--- src/hdl/keypad_pkg.sv ---
package keypad_pkg;

    localparam int KP_ROWS = 4;                          // row lines, pulled up
    localparam int KP_COLS = 4;                          // column lines, driven low

    typedef logic [KP_ROWS-1:0] row_vec_t;               // active low
    typedef logic [KP_COLS-1:0] col_vec_t;               // active low
    typedef logic [1:0]         col_idx_t;               // column under scan
    typedef logic [3:0]         key_code_t;              // row*4 + col

    // key positions that are not digits
    localparam key_code_t KEY_ADD   = 4'd3;              // 'A'
    localparam key_code_t KEY_SUB   = 4'd7;              // 'B'
    localparam key_code_t KEY_MUL   = 4'd11;             // 'C'
    localparam key_code_t KEY_EQUAL = 4'd12;             // '*'
    localparam key_code_t KEY_HASH  = 4'd14;             // '#', never delivered
    localparam key_code_t KEY_NEG   = 4'd15;             // 'D'

    localparam int DEBOUNCE_CYCLES = 10;                 // stable cycles before confirm
    localparam int DEB_CNT_W = $clog2(DEBOUNCE_CYCLES + 2); // counter runs one past limit

endpackage

--- src/hdl/calc_pkg.sv ---
package calc_pkg;

    localparam int VALUE_W = 16;                         // operand and result width

    typedef logic [3:0]                 digit_t;         // 0..9
    typedef logic signed [VALUE_W-1:0]  value_t;         // two's complement
    typedef logic signed [2*VALUE_W-1:0] wide_t;         // full width alu result

    typedef enum logic [2:0] {
        OP_NONE = 3'd0,
        OP_NEG  = 3'd1,
        OP_ADD  = 3'd2,
        OP_SUB  = 3'd3,
        OP_MUL  = 3'd4
    } op_t;

    localparam int MAX_DIGITS = 4;                       // extra digits dropped
    localparam int DIGIT_CNT_W = $clog2(MAX_DIGITS + 1);
    localparam value_t DIGIT_BASE = 16'sd10;             // decimal shift

    typedef enum logic [1:0] {
        CS_ENTRY,                                        // taking keys
        CS_EXEC_EQUAL,                                   // alu busy for '='
        CS_EXEC_CHAIN,                                   // alu busy for chained op
        CS_EXEC_NEG                                      // alu busy for negate
    } calc_state_t;

endpackage

--- src/hdl/keypad_input_ctrl.sv ---
`timescale 1ns/1ps

module keypad_input_ctrl (
    input  logic                 clk,
    input  logic                 nRST,
    input  keypad_pkg::row_vec_t row_in,           // rows, low when pressed
    output keypad_pkg::col_vec_t col_out,          // exactly one column low
    output logic                 read_input,       // decoded key pending
    input  logic                 key_read,         // ack pulse from controller
    output calc_pkg::digit_t     keypad_input,
    output calc_pkg::op_t        operator_input,
    output logic                 equal_input
);
    import keypad_pkg::*;
    import calc_pkg::*;

    typedef enum logic [2:0] {
        IDLE,
        SCAN_COL,
        WAIT_STABLE,
        CONFIRM,
        WAIT_RELEASE
    } scan_state_t;

    scan_state_t          state;
    scan_state_t          next_state;
    col_idx_t             col_idx;                 // column driven low
    logic [DEB_CNT_W-1:0] debounce_cnt;
    key_code_t            key_code;                // latched on first confirm cycle
    key_code_t            enc_code;                // live encode of rows + column
    logic                 code_held;               // key_code valid for this press
    logic                 row_seen;                // any row low

    assign row_seen = ~&row_in;

    always_comb begin
        col_out          = '1;
        col_out[col_idx] = 1'b0;
    end

    // lowest low row wins, nothing low reads as '#'
    always_comb begin
        enc_code = KEY_HASH;
        for (int r = KP_ROWS - 1; r >= 0; r--) begin
            if (!row_in[r])
                enc_code = key_code_t'(r * KP_COLS + int'(col_idx));
        end
    end

    always_comb begin
        next_state = state;
        case (state)
            IDLE:         next_state = SCAN_COL;
            SCAN_COL:     if (row_seen) next_state = WAIT_STABLE;
            WAIT_STABLE:  if (debounce_cnt >= DEB_CNT_W'(DEBOUNCE_CYCLES))
                              next_state = CONFIRM;
            CONFIRM:      if (key_read || (code_held && key_code == KEY_HASH))
                              next_state = WAIT_RELEASE;   // '#' leaves unacked
            WAIT_RELEASE: if (!row_seen) next_state = IDLE;
            default:      next_state = IDLE;
        endcase
    end

    always_ff @(posedge clk or negedge nRST) begin
        if (!nRST) begin
            state        <= IDLE;
            col_idx      <= '0;
            debounce_cnt <= '0;
            code_held    <= 1'b0;
            read_input   <= 1'b0;
        end else begin
            state <= next_state;
            if (state == SCAN_COL && !row_seen)
                col_idx <= col_idx + 1'b1;              // wraps 3 -> 0
            if (state == WAIT_STABLE)
                debounce_cnt <= row_seen ? debounce_cnt + 1'b1 : '0;
            else
                debounce_cnt <= '0;
            if (state == CONFIRM && !code_held) begin
                code_held  <= 1'b1;
                read_input <= (enc_code != KEY_HASH);   // '#' stays silent
            end
            if (state == WAIT_RELEASE && !row_seen) begin
                code_held  <= 1'b0;
                read_input <= 1'b0;                     // drop after release
            end
        end
    end

    always_ff @(posedge clk) begin
        if (state == CONFIRM && !code_held)
            key_code <= enc_code;
    end

    // fixed 4x4 key map
    always_comb begin
        keypad_input   = 4'd0;
        operator_input = OP_NONE;
        equal_input    = 1'b0;
        case (key_code)
            4'd0:      keypad_input = 4'd1;
            4'd1:      keypad_input = 4'd2;
            4'd2:      keypad_input = 4'd3;
            4'd4:      keypad_input = 4'd4;
            4'd5:      keypad_input = 4'd5;
            4'd6:      keypad_input = 4'd6;
            4'd8:      keypad_input = 4'd7;
            4'd9:      keypad_input = 4'd8;
            4'd10:     keypad_input = 4'd9;
            4'd13:     keypad_input = 4'd0;
            KEY_ADD:   operator_input = OP_ADD;
            KEY_SUB:   operator_input = OP_SUB;
            KEY_MUL:   operator_input = OP_MUL;
            KEY_NEG:   operator_input = OP_NEG;
            KEY_EQUAL: equal_input = 1'b1;
            KEY_HASH:  ;                                // decoded, ignored
            default:   ;
        endcase
    end

    a_one_col_low: assert property (@(posedge clk) disable iff (!nRST)
        $onehot(~col_out));
    a_no_read_in_scan: assert property (@(posedge clk) disable iff (!nRST)
        state == SCAN_COL |-> !read_input);
    a_ack_only_when_valid: assert property (@(posedge clk) disable iff (!nRST)
        key_read |-> read_input);

endmodule

--- src/hdl/calc_controller.sv ---
`timescale 1ns/1ps

module calc_controller (
    input  logic             clk,
    input  logic             nRST,
    input  logic             read_input,        // key pending from input ctrl
    output logic             key_read,          // one cycle ack
    input  calc_pkg::digit_t keypad_input,
    input  calc_pkg::op_t    operator_input,
    input  logic             equal_input,
    output logic             alu_start,
    output calc_pkg::op_t    alu_op,
    output calc_pkg::value_t operand_a,         // also the stored first operand
    output calc_pkg::value_t operand_b,
    input  calc_pkg::value_t alu_result,
    input  logic             alu_overflow,
    input  logic             alu_done,
    output calc_pkg::value_t display_value,
    output logic             overflow
);
    import calc_pkg::*;

    calc_state_t            state;
    value_t                 entry;              // operand being typed
    logic [DIGIT_CNT_W-1:0] digit_cnt;
    op_t                    pending_op;
    op_t                    chain_op;           // op to pend after chained exec
    logic                   result_shown;
    logic                   key_acked;          // acked, waiting for read_input low
    logic                   take_key;
    logic                   is_digit;
    logic                   new_entry;
    logic                   digit_ok;
    logic                   op_key;
    logic                   go_equal;
    logic                   go_neg;
    logic                   go_chain;
    logic                   set_first;
    logic                   launch;
    value_t                 digit_val;
    value_t                 entry_next;

    always_comb begin
        take_key  = read_input && !key_acked && (state == CS_ENTRY);
        is_digit  = (operator_input == OP_NONE) && !equal_input;
        new_entry = result_shown || (digit_cnt == '0);
        digit_ok  = take_key && is_digit
                    && (new_entry || digit_cnt < DIGIT_CNT_W'(MAX_DIGITS));
        op_key    = take_key && !equal_input
                    && operator_input != OP_NONE && operator_input != OP_NEG;
        go_equal  = take_key && equal_input && pending_op != OP_NONE;
        go_neg    = take_key && operator_input == OP_NEG;
        go_chain  = op_key && pending_op != OP_NONE && digit_cnt != '0;
        set_first = op_key && pending_op == OP_NONE;
        launch    = go_equal || go_neg || go_chain;
        digit_val = value_t'(keypad_input);
        if (new_entry)
            entry_next = digit_val;
        else if (entry < 0)
            entry_next = entry * DIGIT_BASE - digit_val;  // keep sign on typing
        else
            entry_next = entry * DIGIT_BASE + digit_val;
    end

    always_ff @(posedge clk or negedge nRST) begin
        if (!nRST) begin
            state         <= CS_ENTRY;
            entry         <= '0;
            digit_cnt     <= '0;
            pending_op    <= OP_NONE;
            result_shown  <= 1'b0;
            key_acked     <= 1'b0;
            key_read      <= 1'b0;
            alu_start     <= 1'b0;
            display_value <= '0;
            overflow      <= 1'b0;
        end else begin
            key_read  <= take_key;
            alu_start <= launch;
            if (take_key)
                key_acked <= 1'b1;
            else if (!read_input)
                key_acked <= 1'b0;
            case (state)
                CS_ENTRY: begin
                    if (go_equal)
                        state <= CS_EXEC_EQUAL;
                    if (go_chain)
                        state <= CS_EXEC_CHAIN;
                    if (go_neg)
                        state <= CS_EXEC_NEG;
                    if (digit_ok) begin
                        entry         <= entry_next;
                        display_value <= entry_next;
                        digit_cnt     <= new_entry ? DIGIT_CNT_W'(1) : digit_cnt + 1'b1;
                        result_shown  <= 1'b0;
                        if (new_entry)
                            overflow <= 1'b0;           // fresh entry clears flag
                    end
                    if (op_key && !go_chain) begin
                        pending_op <= operator_input;   // replaces an unused op
                        entry      <= '0;
                        digit_cnt  <= '0;
                    end
                    if (set_first) begin
                        display_value <= entry;         // first operand stays shown
                        result_shown  <= 1'b0;
                    end
                end
                CS_EXEC_EQUAL: if (alu_done) begin
                    state         <= CS_ENTRY;
                    entry         <= alu_result;
                    display_value <= alu_result;
                    overflow      <= alu_overflow;
                    pending_op    <= OP_NONE;
                    digit_cnt     <= '0;
                    result_shown  <= 1'b1;
                end
                CS_EXEC_CHAIN: if (alu_done) begin
                    state         <= CS_ENTRY;
                    entry         <= '0;
                    display_value <= alu_result;
                    overflow      <= alu_overflow;
                    pending_op    <= chain_op;
                    digit_cnt     <= '0;
                    result_shown  <= 1'b1;
                end
                CS_EXEC_NEG: if (alu_done) begin
                    state         <= CS_ENTRY;
                    entry         <= alu_result;
                    display_value <= alu_result;
                    overflow      <= alu_overflow;
                end
                default: state <= CS_ENTRY;
            endcase
        end
    end

    // alu operands and the stored first operand
    always_ff @(posedge clk) begin
        if (launch) begin
            alu_op    <= go_neg ? OP_NEG : pending_op;
            operand_b <= (go_neg && result_shown) ? display_value : entry;
            chain_op  <= operator_input;
        end
        if (set_first)
            operand_a <= entry;
        else if (alu_done && (state == CS_EXEC_CHAIN
                 || (state == CS_EXEC_NEG && result_shown && pending_op != OP_NONE)))
            operand_a <= alu_result;                    // result feeds next op
    end

    a_key_read_pulse: assert property (@(posedge clk) disable iff (!nRST)
        key_read |=> !key_read);

endmodule

--- src/hdl/calc_alu.sv ---
`timescale 1ns/1ps

module calc_alu (
    input  logic             clk,
    input  logic             nRST,
    input  logic             alu_start,         // one cycle launch
    input  calc_pkg::op_t    alu_op,
    input  calc_pkg::value_t operand_a,
    input  calc_pkg::value_t operand_b,
    output calc_pkg::value_t alu_result,        // held until next start
    output logic             alu_overflow,
    output logic             alu_done           // start delayed by one
);
    import calc_pkg::*;

    wide_t wide_res;                            // true result, no wrap
    logic  fits;                                // upper bits are sign copies

    always_comb begin
        case (alu_op)
            OP_ADD:  wide_res = wide_t'(operand_a) + wide_t'(operand_b);
            OP_SUB:  wide_res = wide_t'(operand_a) - wide_t'(operand_b);
            OP_MUL:  wide_res = wide_t'(operand_a) * wide_t'(operand_b);
            OP_NEG:  wide_res = -wide_t'(operand_b);
            default: wide_res = wide_t'(operand_b);
        endcase
        fits = (&wide_res[2*VALUE_W-1:VALUE_W-1]) || !(|wide_res[2*VALUE_W-1:VALUE_W-1]);
    end

    always_ff @(posedge clk or negedge nRST) begin
        if (!nRST) begin
            alu_done     <= 1'b0;
            alu_overflow <= 1'b0;
        end else begin
            alu_done <= alu_start;
            if (alu_start)
                alu_overflow <= !fits;
        end
    end

    always_ff @(posedge clk) begin
        if (alu_start)
            alu_result <= wide_res[VALUE_W-1:0];        // low 16 bits, wrapped
    end

    a_done_after_start: assert property (@(posedge clk) disable iff (!nRST)
        alu_start |=> alu_done);

endmodule

--- src/hdl/keypad_calculator.sv ---
`timescale 1ns/1ps

module keypad_calculator (
    input  logic                 clk,
    input  logic                 nRST,
    input  keypad_pkg::row_vec_t row_in,        // keypad rows, pulled up
    output keypad_pkg::col_vec_t col_out,       // keypad columns, scanned low
    output calc_pkg::value_t     display_value, // entry or last result
    output logic                 overflow
);
    import calc_pkg::*;

    logic   read_input;
    logic   key_read;
    digit_t keypad_input;
    op_t    operator_input;
    logic   equal_input;
    logic   alu_start;
    op_t    alu_op;
    value_t operand_a;
    value_t operand_b;
    value_t alu_result;
    logic   alu_overflow;
    logic   alu_done;

    keypad_input_ctrl u_input_ctrl (
        .clk            (clk),
        .nRST           (nRST),
        .row_in         (row_in),
        .col_out        (col_out),
        .read_input     (read_input),
        .key_read       (key_read),
        .keypad_input   (keypad_input),
        .operator_input (operator_input),
        .equal_input    (equal_input)
    );

    calc_controller u_controller (
        .clk            (clk),
        .nRST           (nRST),
        .read_input     (read_input),
        .key_read       (key_read),
        .keypad_input   (keypad_input),
        .operator_input (operator_input),
        .equal_input    (equal_input),
        .alu_start      (alu_start),
        .alu_op         (alu_op),
        .operand_a      (operand_a),
        .operand_b      (operand_b),
        .alu_result     (alu_result),
        .alu_overflow   (alu_overflow),
        .alu_done       (alu_done),
        .display_value  (display_value),
        .overflow       (overflow)
    );

    calc_alu u_alu (
        .clk          (clk),
        .nRST         (nRST),
        .alu_start    (alu_start),
        .alu_op       (alu_op),
        .operand_a    (operand_a),
        .operand_b    (operand_b),
        .alu_result   (alu_result),
        .alu_overflow (alu_overflow),
        .alu_done     (alu_done)
    );

endmodule

--- config.mk ---
export PLATFORM = sky130hd
export DESIGN_NAME = keypad_calculator
export DESIGN_NICKNAME = d
export VERILOG_FILES = /design/src/hdl/keypad_pkg.sv /design/src/hdl/calc_pkg.sv /design/src/hdl/keypad_input_ctrl.sv /design/src/hdl/calc_controller.sv /design/src/hdl/calc_alu.sv /design/src/hdl/keypad_calculator.sv
export SDC_FILE = /design/constraint.sdc
export NUM_CORES = 1
export LEC_CHECK = 0
export BUFFER_PORTS_ARGS = -buffer_cell sky130_fd_sc_hd__buf_2
export CORE_MARGIN = 1.5
export CORE_UTILIZATION = 40
export CTS_CLUSTER_SIZE = 16
export DETAILED_ROUTE_END_ITERATION = 10
export SKIP_LAST_GASP = 1
export SYNTH_ARGS = -nofsm -noshare
export SYNTH_HDL_FRONTEND = slang
export SYNTH_SLANG_ARGS = --single-unit
--- constraint.sdc ---
create_clock -name clk -period 6.6 [get_ports clk]
set_input_delay 0.33 -clock clk [delete_from_list [all_inputs] [get_ports clk]]
set_output_delay 0.33 -clock clk [all_outputs]
set_load 0.01 [all_outputs]
== Word-level counts from Yosys, hierarchy flattened ==
Index checks and enable logic that the tools add are counted.

* Register bits after elaboration: 116
* Bits of input ports: 6
* Output and inout port bits: 21
* Word-level logic and storage cells: 206

* $add $sub $neg: 11
* Multiply operators: 2
* Magnitude comparators: 5
* Equal/unequal tests: 44
* Multiplexer cells: 56
* Bitwise logic cells: 1
* Reduce and logical (&&, ||, !) cells: 64

{| class="wikitable"
|+ Operators with widths
! kind !! count
|-
| $mux W16 || 10
|-
| $pmux W32 S4 || 1
|-
| $pmux W16 S3 || 1
|-
| $pmux W4 S9 || 1
|-
| $mul A16 B16 Y32 || 1
|-
| $neg A16 Y32 || 1
|-
| $pmux W16 S2 || 1
|-
| $mux W3 || 10
|-
| $eq A4 B4 Y1 const B || 7
|-
| $logic_and A1 B1 Y1 || 24
|-
| $mux W4 || 6
|-
| $ne A2 B1 Y1 const B || 11
|-
| $add A16 B16 Y17 || 1
|-
| $reduce_and A17 Y1 || 1
|-
| $reduce_or A17 Y1 || 1
|-
| $sub A16 B16 Y17 || 1
|-
| $add A16 B5 Y16 || 1
|-
| $eq A4 B3 Y1 const B || 4
|-
| $lt A16 B1 Y1 const B || 1
|-
| $mul A16 B4 Y15 const B || 1
|-
| $sub A16 B5 Y16 || 1
|-
| $pmux W3 S5 || 1
|-
| $mux W1 || 14
|-
| $eq A3 B2 Y1 const B || 4
|-
| 40 further kinds || 78
|}

== Logic depth before layout (Yosys ltp) ==
Gate-level depths: netlist (run 1).

* Depth after elaboration: 12
* Depth in mapped cells: 27
* Mapped depth without buffers: 25

== Cells and area by module ==
From an unflattened synthesis (run 1), not the netlist that was laid out.

* Cells, all modules: 2216
* Area total of the unflattened synthesis: 19598.8 um2

{| class="wikitable"
|+ By module, submodules not included
! module !! times used !! cells each !! area each (um2) !! seq. area each (um2)
|-
| calc_alu || 1 || 1520 || 13031.2 || 530.5
|-
| calc_controller || 1 || 607 || 5661.7 || 2267.2
|-
| keypad_input_ctrl || 1 || 89 || 905.9 || 395.4
|}

== Least setup slack after synthesis (run 1) ==
OpenSTA, ideal clock, no wires.

* Path type: reg2reg
* Start point: register u_controller.operand_b[1]
* End point: register u_alu.alu_overflow
* Setup time: 134 ps
* Arrival time: 6880 ps
* Data required time: 6466 ps
* Slack: -414 ps
* Cell stages (with the launch flop): 25
* Path buffers: 3
* Cells stage by stage: edfxtp_1 -> clkbuf_1 -> clkbuf_1 -> nand2_1 -> inv_1 -> fa_1 -> fa_1 -> inv_1 -> fa_1 -> fa_1 -> fa_1 -> fa_1 -> inv_1 -> ha_1 -> clkbuf_1 -> a211o_1 -> a21oi_1 -> o21bai_1 -> a21o_1 -> a32oi_1 -> nand3_1 -> or3_1 -> nand3_1 -> o2111ai_1 -> a2bb2oi_1

* Cells in the longest elaborated chain, start to end: 6

{| class="wikitable"
|+ RTL lines
! element !! line !! RTL
|-
| start: declaration || calc_controller.sv:14 || <nowiki>output calc_pkg::value_t operand_b,</nowiki>
|-
| start signal: assignment || calc_controller.sv:143 || <nowiki>operand_b <= (go_neg && result_shown) ? display_value : entry;</nowiki>
|-
| $mul A16 B16 Y32 (tied with other cells) || calc_alu.sv:23 || <nowiki>OP_MUL: wide_res = wide_t'(operand_a) * wide_t'(operand_b);</nowiki>
|-
| $pmux W32 S4 (*) || calc_alu.sv:20 || <nowiki>case (alu_op)</nowiki>
|-
| $reduce_or A17 Y1 || calc_alu.sv:27 || <nowiki>fits = (&wide_res[2*VALUE_W-1:VALUE_W-1]) || !(|wide_res[2*VALUE_W-1:VALUE_W-1]);</nowiki>
|-
| $logic_not A1 Y1 || calc_alu.sv:27 ||
|-
| $logic_or A1 B1 Y1 (*) || calc_alu.sv:27 ||
|-
| $logic_not A1 Y1 (*) || calc_alu.sv:37 || <nowiki>alu_overflow <= !fits;</nowiki>
|-
| end signal: assignment || calc_alu.sv:37 ||
|-
| end: declaration || calc_alu.sv:11 || <nowiki>output logic alu_overflow,</nowiki>
|}

Mark *: on every way between the ends. The rest lies on a longest branch, timed or not.
A chain may end at the register's enable or synchronous reset.

== Final worst setup path (run 1) ==
* Start point: register u_controller.operand_b[6]
* End point: register u_alu.alu_overflow

The elaborated chain is that of the path after synthesis.

==> out/metrics.yaml, run 1 <==
global_routing:
  antenna_found_initial: 0
  overflow: 0
  grt_pass1_vias: 16800
  grt_start_max_net_pins: 59
  track_usage_pct: 23.8
  grt_pass1_wl_mm: 92.4
drt:
  routed_via_density: 5.53
  drtPass1Iterations: 6
  drtIter0Drc: 1350
  drt_wl_total_mm: 58.1
  wire_per_inst_um: 19.7
  drc_errors: 0
  num_vias: 16300
  antenna_left: 0
sta:
  rsz0062_at_grt: "yes"
  hold_viol: 0
  fin_ws_ns: -0.0190
  setup_violations: 1
  skew_ns: 0.0110
  slew_viol_final: 0
  tightest_slew_ns: 1.12
  min_period_ns: 6.62
  hold_slack_ns: 0.0804
  relSlewSlack_pct: 25.1
  fin_crit_sh_pct: 100
  fmax_mhz: 151
worst_hold_path:
  min_path_type: "in2async"
clocking:
  cts_made_buffers: 17
  cts_hold_buf: 0
  cts_tree: "built"
  clockRootBuffer: "clkbuf_16"
  htreeDepth: 4
  path_clk_slew_ns: 0.06
  cts.sinks: 116
  clock_latency_ns: 0.42
  cts.path.max_buffers: 2
setup_path:
  crit_type: "reg2reg"
  cp-start-kind: "flop"
  crit_required_ns: 6.90
  critPathArrivalTime_ns: 6.92
  reg2reg_from: "u_controller.operand_b[6]$_DFFE_PP_"
  r2r_slack_ns: -0.02
  end_kind: "flop"
  cp_max_fo: 6
  critPathLaunch: "u_controller.operand_b[6]$_DFFE_PP_"
layout:
  drive_gt1_share_pct: 15.2
  syn_to_final_growth_pct: 15.3
  diodes: 0
  fin_util_pct: 46.8
  nets: 2746
yosys:
  syn_avg_cell_area_um2: 8.75
  synthArstFlopShare_pct: 50.0
  yosys_warnings: 0
  synth_adder_area_share_pct: 37.9
  yosys.area_share.simple_pct: 17.5
  synth_cell_types: 98
  syn_area_mm2: 0.0194
  synthXorXnorAreaFrac_pct: 3.50
  synthFlopType: "edfxtp_1"
  netlist_instances: 2213
  synthMuxAreaShare_pct: 1.47
  synthesis.nets: 2645
  synth-compound-area-share_pct: 14.8
  ys_ff_latch: 116
  synth_edf_count: 58
  synth_top_family_by_area: "adder cells"
  synth_seq_area_share_pct: 16.5
status:
  status: "finished with violations"
  violations: "setup timing"
power_and_ir_drop:
  fin_total_pwr_mw: 5.11
  p_leak_nw: 9.95
  ir_drop_uv: 533
  power.density_mw_per_mm2: 229
placed_design:
  place_ws_ns: -0.326
  port_buffers: 26
  gp_congestion: 0.948
  dp_hpwl_mm: 47.0
floorplanning:
  fp.dieH_um: 223
  dieArea_mm2: 0.0497
  core_mm2: 0.0477
  num_rows: 80
  chipWidth_um: 223
  initial_utilization_pct: 40.5
  io-pin-count: 27
run:
  maxCapViolations: 0
## registers in the layout, indices dropped and copies added, names as in the netlist
| register | flops |
|---|---|
| u_controller.result_shown | 1 |
| u_input_ctrl.key_code | 4 |
| u_controller.operand_a | 16 |
| u_controller.display_value | 16 |
| u_controller.alu_start | 1 |
| u_controller.chain_op | 3 |
| u_input_ctrl.code_held | 1 |
| u_controller.operand_b | 16 |
| u_input_ctrl.state | 3 |
| u_input_ctrl.debounce_cnt | 4 |
| u_input_ctrl.read_input | 1 |
| u_controller.digit_cnt | 3 |
| u_controller.pending_op | 3 |
| u_controller.state | 2 |
| u_controller.key_read | 1 |
| u_controller.overflow | 1 |
| u_controller.key_acked | 1 |
| u_controller.entry | 16 |
| u_input_ctrl.col_idx | 2 |
| u_alu.alu_overflow | 1 |
| u_controller.alu_op | 3 |
| u_alu.alu_done | 1 |
| u_alu.alu_result | 16 |
## what timing repair did
| item | CTS | global route |
|---|---|---|
| cloned | 0 | 0 |
| setup endpoints to repair | 1 | 3 |
| setup buffers | 3 | 12 |
| gates resized for setup | 11 | 91 |
| pin swaps | 3 | 41 |
## synth_stat cells (15+ instances only)
cell type / n / share of area [%]
inv_1: 318 / 6.2
nand2_1: 290 / 5.6
fa_1: 267 / 28
ha_1: 159 / 10
nor2_1: 139 / 2.7
a21oi_1: 106 / 2.7
o21ai_0: 102 / 2.6
clkbuf_1: 87 / 1.7
and2_1: 78 / 2.5
dfrtp_1: 58 / 7.5
edfxtp_1: 58 / 9.0
xnor2_1: 46 / 2.1
nor3_1: 44 / 1.1
nand3_1: 35 / 0.90
nand2b_1: 32 / 1.0
a21o_1: 21 / 0.81
a31oi_1: 21 / 0.68
xor2_1: 20 / 0.90
mux2_2: 19 / 1.1
or3_1: 18 / 0.58
nor2b_1: 15 / 0.48
## critical path, cell delays in order, from the launching register on
cell and delay, ns:
edfxtp_1 0.54, buf_6 0.19, buf_4 0.14, and2_1 0.14, fa_1 0.49, inv_1 0.06
fa_2 0.56, fa_1 0.45, fa_1 0.54, inv_1 0.05, fa_1 0.49, fa_1 0.45
ha_4 0.31, buf_4 0.14, nand3_1 0.15, nor3b_2 0.19, nor3b_4 0.31, nor3_2 0.08
buf_4 0.18, xnor2_1 0.21, nand2_2 0.13, o31ai_4 0.30, o2111ai_2 0.19, a2bb2oi_2 0.19
## metrics by stage
| stage | std cells | area [um2] | TNS, ns |
|---|---|---|---|
| finish | 2942 | 22300 | -0.0190 |
| global route | 2942 | 22300 | -0.165 |
| CTS | 2930 | 21800 | 0 |
| detailed placement | 2895 | 21100 | -0.326 |
| global placement | 2895 | 21100 | -0.101 |
| floorplan | 2213 | 19400 | 0 |
## path summary, 6_finish.rpt
check / endpoint / depth (start not counted)
max in group asynchronous: u_controller.display_value[0]$_DFFE_PN0P_ / 2
min in group clk: u_input_ctrl.read_input$_DFFE_PN0P_ / 2
worst min-delay path: u_input_ctrl.col_idx[1]$_DFFE_PN0P_ / 2
worst max register to register: u_alu.alu_overflow$_DFFE_PN0P_ / 23
worst min register to register: u_input_ctrl.debounce_cnt[0]$_DFF_PN0_ / 1
worst max-delay path: u_alu.alu_overflow$_DFFE_PN0P_ / 23
## cell usage in the layout (no fill, tap or decap), types with 8 or more instances in the layout
master	n
o21a_1	9
ha_1	151
xnor2_1	44
ha_4	8
nor3_1	41
nor2b_1	14
clkbuf_16	17
o211ai_1	14
and3_1	11
nor2_1	133
mux2_2	19
o31ai_1	12
and2_1	78
nand2_2	8
buf_4	143
buf_12	14
xor2_1	19
or3_1	18
o21ai_0	91
o21ai_1	14
fa_1	260
a31oi_1	19
a21oi_1	102
inv_1	312
a21o_1	21
dfrtp_1	58
o21bai_1	8
nand2_1	282
nand3_1	33
nand2b_1	32
a211oi_1	11
inv_2	8
buf_2	26
nand4_1	11
edfxtp_1	58
## power by group
group          switching (mW)  internal [mW]  leakage [nW]  total, mW
clock network           0.370          0.598         0.287      0.968
logic                    1.80           1.22          8.43       3.01
registers               0.204          0.921          1.23       1.12
total                    2.37           2.73          9.95       5.11
## logic make-up (layout without fill, tap and decap cells)
logic type / count (synthesis) / after routing
simple gates: 717 / 717
compound gates: 430 / 430
buf+inv: 427 / 541
fa+ha+maj: 426 / 426
flops: 116 / 116
xor+xnor: 71 / 71
mux: 26 / 26
## routing by layer
layer / wire length, um / up-vias / track usage [%] / share of wire, %
li1: - / 7542 / - / -
met1: 25700 / 8083 / 32.2 / 44
met2: 27100 / 563 / 39.5 / 47
met3: 3300 / 92 / 2.16 / 5.7
met4: 2050 / 0 / 8.91 / 3.5
met5: 0 / - / 0 / 0
## area by class of cell
| cell class | instances | area, um2 |
|---|---|---|
| Clock buffer | 18 | 429 |
| Clock inverter | 14 | 179 |
| Fill cell | 4507 | 25400 |
| Inverter | 320 | 1200 |
| Multi-Input combinational cell | 1670 | 15000 |
| Sequential cell | 116 | 3190 |
| Tap cell | 615 | 769 |
| Timing Repair Buffer | 189 | 1560 |
(Power assumes the default switching activity.)
==> run 2: changes to the inputs <==
--- a/config.mk
+++ b/config.mk
@@ -10,6 +10,7 @@
 export CORE_UTILIZATION = 40
 export CTS_CLUSTER_SIZE = 16
 export DETAILED_ROUTE_END_ITERATION = 10
+export REMOVE_ABC_BUFFERS = 1
 export SKIP_LAST_GASP = 1
 export SYNTH_ARGS = -nofsm -noshare
 export SYNTH_HDL_FRONTEND = slang
==> run 2 against run 1 <==
  * The run now ends clean
  * Clock skew increased by 0.014 ns
  * Critical endpoint unchanged
  * Register-to-register slack better by 0.04 ns
  * First-iteration DRC count grew 4.1%
  * Sequential share of layout area hardly changed
  * Maximum frequency grew 0.60%
  * Critical path depth fell by 1
  * Cell count increased by 0.54%
  * Global-route usage grew 0.92 points
  * Count of clock-buffer cells in the layout did not move
  * Hold slack improved by 0.012 ns
  * Die area did not move
==> out/metrics.yaml, run 2 (synthesized netlist as in run 1, its figures left out) <==
clocking:
  cts_hold_buf: 0
  cts.sinks: 116
  clock_latency_ns: 0.43
  cts_made_buffers: 17
  clockRootBuffer: "clkbuf_16"
  htreeDepth: 4
  cts_tree: "built"
  path_clk_slew_ns: 0.08
  cts.path.max_buffers: 2
power_and_ir_drop:
  clockPowerShare_pct: 19.0
  power_switching_share_pct: 47.1
  p_leak_nw: 10.0
  switching_power_mw: 2.43
  power_frac_seq_pct: 21.8
  cell_internal_pwr_mw: 2.73
  power.density_mw_per_mm2: 232
  combPwrFrac_pct: 59.3
  ir_drop_uv: 332
  fin_total_pwr_mw: 5.16
floorplanning:
  io-pin-count: 27
  dieArea_mm2: 0.0497
  core_mm2: 0.0477
  fp.dieH_um: 223
  initial_utilization_pct: 40.5
  num_rows: 80
  chipWidth_um: 223
layout:
  mostFrequentLayoutCell: "inv_1"
  drive_gt1_share_pct: 14.0
  fin_util_pct: 46.6
  syn_to_final_growth_pct: 14.9
  final_cell_mix: "318 x inv_1, 290 x nand2_1, 264 x fa_1"
  n_fill_cell: 4599
  final_cells: 2958
  nets: 2761
drt:
  antenna_left: 0
  num_vias: 16500
  wire_per_inst_um: 20.0
  drtPass1Iterations: 6
  drt_wl_total_mm: 59.2
  routed_via_density: 5.58
  drtIter0Drc: 1406
  drc_errors: 0
global_routing:
  grt_pass1_wl_mm: 95.4
  grt_pass1_vias: 17200
  antenna_found_initial: 2
  track_usage_pct: 24.7
  grt_start_max_net_pins: 59
  overflow: 0
setup_path:
  path_cells: "buf_4 -> and2_1 -> fa_1 -> inv_1 -> fa_1 -> fa_1 -> fa_1 -> fa_1 -> fa_1 -> inv_1 -> ha_1 -> and3_4 -> nand2_1 -> o21bai_2 -> and3_1 -> nor3_1 -> buf_4 -> o21ai_2 -> xnor2_2 -> o41ai_1 -> nand3_1 -> a2bb2oi_1"
  slowest_delay_ns: 0.57
  end_kind: "flop"
  crit_required_ns: 6.91
  cp_common_cell: "fa_1"
  cp_max_fo: 8
  slowest_stage: "fa_1"
  critPathArrivalTime_ns: 6.89
  cp-start-kind: "flop"
  crit_type: "reg2reg"
sta:
  fin_crit_sh_pct: 99.7
  setup_violations: 0
  rsz0062_at_grt: "yes"
  fmax_mhz: 152
  skew_ns: 0.0246
  fin_tns_setup_ns: 0
  min_period_ns: 6.58
  slew_viol_final: 0
  hold_viol: 0
  relSlewSlack_pct: 13.9
  tightest_slew_ns: 1.29
  fin_ws_ns: 0.0204
placed_design:
  gp_congestion: 0.984
  place_ws_ns: -0.139
  dp_hpwl_mm: 47.6
  port_buffers: 26
  dp.cells: 2908
run:
  maxCapViolations: 0
worst_hold_path:
  min_path_type: "in2async"
status:
  status: "complete, no violations"
## run 2: cell types whose count changed in the layout (fill, tap and decap cells not counted), sizes merged
cell / delta
buf: +15
diode: +1
## run 2: path summary, 6_finish.rpt
path                            cells past startpoint  slack [ns]                                endpoint                                    from
max in group asynchronous                           2        5.92       u_controller.entry[4]$_DFFE_PN0P_                                    nRST
min in group clk                                    2        0.16     u_input_ctrl.read_input$_DFFE_PN0P_                               row_in[3]
worst min-delay path                                2        0.09       u_input_ctrl.state[1]$_DFFE_PN0P_                                    nRST
worst max register to register                     22        0.02          u_alu.alu_overflow$_DFFE_PN0P_    u_controller.operand_a[13]$_DFFE_PP_
worst max-delay path                               22        0.02          u_alu.alu_overflow$_DFFE_PN0P_    u_controller.operand_a[13]$_DFFE_PP_
worst min register to register                      1        0.49  u_input_ctrl.debounce_cnt[0]$_DFF_PN0_  u_input_ctrl.debounce_cnt[0]$_DFF_PN0_
## run 2: stage by stage
stage                     hold slack [ns]  instance area (um2)
after floorplan                    0.0344                18900
after CTS                           0.120                21900
after global routing                0.158                22200
final                              0.0924                22300
after global placement              0.467                21300
after detailed placement            0.478                21300
## run 2: what timing repair did
item                       CTS  global route
buffers inserted             2            15
pin swaps                    1             7
setup endpoints to repair    1             3
resized for setup           10            37
## run 2: per-layer routing
layer / vias to the layer above / share of wire, % / global-route usage, % / wire [um]
li1: 7579 / - / - / -
met1: 8289 / 45 / 33.8 / 26500
met2: 534 / 47 / 40.8 / 27900
met3: 108 / 4.7 / 2.55 / 2760
met4: 0 / 3.3 / 8.38 / 1940
met5: - / 0 / 0 / 0
## run 2: final cells by class
cell class,instances,area (um2),area share (%)
multi-input cells,1670,14800,66.4
flip-flops and latches,116,3190,14.3
repair buffers,204,1690,7.60
inverters,320,1200,5.40
well taps,615,769,3.46
clock buffers,18,429,1.93
clock inverters,14,179,0.804
diodes,1,2.50,0.0112
## run 2: power by group through the flow
stage | clock (mW) | combinational, mW | sequential [mW]
2_1_floorplan | 0 | 2.19 | 1.08
3_3_place_gp | 0 | 2.91 | 1.12
3_5_place_dp | 0 | 2.97 | 1.13
4_1_cts | 0.991 | 3.00 | 1.12
5_1_grt | 1.02 | 3.39 | 1.14
6_report | 0.979 | 3.06 | 1.12
## run 2: critical path: cells and delay by family (launching register included)
| family | cells | cell delay (ns) |
|---|---|---|
| adders and majority gates | 7 | 3.35 |
| and+or+nand+nor | 6 | 1.08 |
| AOI/OAI and AO/OA | 4 | 0.98 |
| buffers and inverters | 4 | 0.49 |
| DFF | 1 | 0.45 |
| xor gates and xnor gates | 1 | 0.11 |
==> run 3: changes to the inputs <==
--- a/config.mk
+++ b/config.mk
@@ -7,7 +7,7 @@
 export LEC_CHECK = 0
 export BUFFER_PORTS_ARGS = -buffer_cell sky130_fd_sc_hd__buf_2
 export CORE_MARGIN = 1.5
-export CORE_UTILIZATION = 40
+export CORE_UTILIZATION = 37
 export CTS_CLUSTER_SIZE = 16
 export DETAILED_ROUTE_END_ITERATION = 10
 export REMOVE_ABC_BUFFERS = 1
==> run 3 against run 2 <==
  * Hold slack lost 0.023 ns
  * Routed wire length increased by 1.7%
  * Via count grew 0.19%
  * Critical endpoint unchanged
  * Cell count rose by 3.2%
  * Critical path depth fell by 1
  * Non-clock buffer count increased by 29
  * Sequential cell count unchanged
  * First-iteration DRC count shrank 4.8%
  * Total power up 2.2%
  * Combinational power increased by 2%
  * Highest routed layer is now met5
  * Die area up 8.0%
  * Maximum frequency up 2.3%
==> out/metrics.yaml, run 3 (synthesized netlist as in run 1, its figures left out) <==
setup_path:
  timing.rr.end: "u_alu.alu_overflow$_DFFE_PN0P_"
  rr_worst_depth: 21
  reg2reg_from: "u_controller.operand_a[13]$_DFFE_PP_"
  crit_type: "reg2reg"
  slowest_delay_ns: 0.57
  slowest_stage: "fa_1"
  cp_max_fo: 5
  end_kind: "flop"
  cp_common_cell: "fa_1"
  path_cells: "buf_12 -> and2_1 -> fa_1 -> inv_1 -> fa_1 -> fa_2 -> fa_1 -> fa_1 -> fa_1 -> inv_1 -> ha_1 -> a21oi_1 -> o21ai_1 -> o21bai_2 -> and2_1 -> o2111ai_1 -> or3b_1 -> nor2_2 -> nand4_1 -> o311ai_1 -> a2bb2oi_1"
  crit_required_ns: 6.92
  critPathArrivalTime_ns: 6.76
  cp-start-kind: "flop"
  r2r_slack_ns: 0.17
clocking:
  cts_tree: "built"
  cts.sinks: 116
  cts.path.max_buffers: 2
  cts_hold_buf: 0
  clock_latency_ns: 0.44
  path_clk_slew_ns: 0.07
  htreeDepth: 4
  clockRootBuffer: "clkbuf_16"
  cts_made_buffers: 17
power_and_ir_drop:
  power.density_mw_per_mm2: 230
  ir_drop_uv: 333
  p_leak_nw: 10.2
  cell_internal_pwr_mw: 2.83
  power_frac_seq_pct: 21.2
  clockPowerShare_pct: 19.4
  switching_power_mw: 2.44
  combPwrFrac_pct: 59.3
  power_switching_share_pct: 46.4
global_routing:
  antenna_found_initial: 4
  grt_start_max_net_pins: 59
  grt_pass1_wl_mm: 96.0
  track_usage_pct: 23.1
  overflow: 0
  grt_pass1_vias: 17300
sta:
  fmax_mhz: 155
  min_period_ns: 6.43
  fin_ws_ns: 0.168
  fin_crit_sh_pct: 97.5
  setup_violations: 0
  tightest_slew_ns: 1.28
  relSlewSlack_pct: 14.3
  hold_slack_ns: 0.0693
  hold_viol: 0
  fin_tns_setup_ns: 0
  rsz0062_at_grt: "yes"
  slew_viol_final: 0
  skew_ns: 0.0212
floorplanning:
  fp.dieH_um: 232
  core_mm2: 0.0515
  initial_utilization_pct: 37.6
  chipWidth_um: 232
  dieArea_mm2: 0.0537
  num_rows: 83
  io-pin-count: 27
layout:
  n_fill_cell: 5015
  drive_gt1_share_pct: 17.3
  syn_to_final_growth_pct: 18.6
  final_cell_mix: "307 x inv_1, 284 x nand2_1, 255 x fa_1"
  mostFrequentLayoutCell: "inv_1"
  nets: 2790
drt:
  drt_wl_total_mm: 60.2
  num_vias: 16500
  drtPass1Iterations: 5
  wire_per_inst_um: 19.7
  antenna_left: 0
  routed_via_density: 5.42
  drtIter0Drc: 1338
  drc_errors: 0
status:
  status: "complete, no violations"
placed_design:
  place_ws_ns: -0.223
  port_buffers: 26
  gp_congestion: 0.958
  dp_hpwl_mm: 48.3
run:
  maxCapViolations: 0
worst_hold_path:
  min_path_type: "in2async"
run 3: critical path, delay by kind of cell (launching register included):
family | cells | cell delay (ns)
adder cells (fa/ha/maj) | 7 | 3.35
AND/OR/NAND/NOR | 5 | 1.11
AO/OA/AOI/OAI | 6 | 1.04
flip-flops | 1 | 0.51
buffers and inverters | 3 | 0.30
run 3: worst max-delay path by stage:
stage                                           endpoint                                  from  depth (start not counted)
after floorplan           u_alu.alu_overflow$_DFFE_PN0P_  u_controller.operand_a[15]$_DFFE_PP_                         23
after global placement    u_alu.alu_overflow$_DFFE_PN0P_  u_controller.operand_a[15]$_DFFE_PP_                         22
after detailed placement  u_alu.alu_overflow$_DFFE_PN0P_  u_controller.operand_a[15]$_DFFE_PP_                         22
after CTS                 u_alu.alu_overflow$_DFFE_PN0P_  u_controller.operand_a[15]$_DFFE_PP_                         25
after global routing      u_alu.alu_overflow$_DFFE_PN0P_   u_controller.operand_b[4]$_DFFE_PP_                         24
final                     u_alu.alu_overflow$_DFFE_PN0P_  u_controller.operand_a[13]$_DFFE_PP_                         21
run 3: power by group through the flow:
stage / Clock [mW] / Sequential [mW] / Combinational, mW
after floorplan: 0 / 1.08 / 2.19
after detailed placement: 0 / 1.13 / 2.99
after global placement: 0 / 1.12 / 2.91
after global routing: 1.07 / 1.14 / 3.47
after CTS: 1.04 / 1.12 / 3.02
final: 1.02 / 1.12 / 3.13
run 3: layout make-up:
type	count	area (um2)	area share [%]
clock buffers	22	508	2.21
multi-input cells	1670	15100	65.6
inverters	320	1200	5.24
flip-flops and latches	116	3190	13.9
repair buffers	233	1990	8.67
diodes	2	5.00	0.0218
clock inverters	10	139	0.605
well taps	680	851	3.71
run 3: stage by stage:
stage | instances | total power, mW | utilization, % | area, um2
floorplan | 2106 | 3.27 | - | 18900
global placement | 2983 | 4.03 | 41.6 | 21400
detailed placement | 2983 | 4.12 | 41.6 | 21400
CTS | 3022 | 5.17 | 43.1 | 22200
global route | 3051 | 5.68 | 44.6 | 23000
finish | 3053 | 5.27 | 44.6 | 23000
run 3: repair_timing:
item,CTS,global route
gates cloned,0,1
pin swaps,3,70
endpoints found under the setup margin,1,5
setup buffers,7,28
resized for setup,13,115
run 3: layer usage:
| metal | up-vias | global-route usage (%) | share of wire [%] |
|---|---|---|---|
| met5 | - | 0 | 0.032 |
| met4 | 4 | 9.56 | 4.1 |
| met3 | 107 | 5.43 | 6.8 |
| met2 | 528 | 37.2 | 46 |
| met1 | 8271 | 29.8 | 43 |
| li1 | 7632 | - | - |
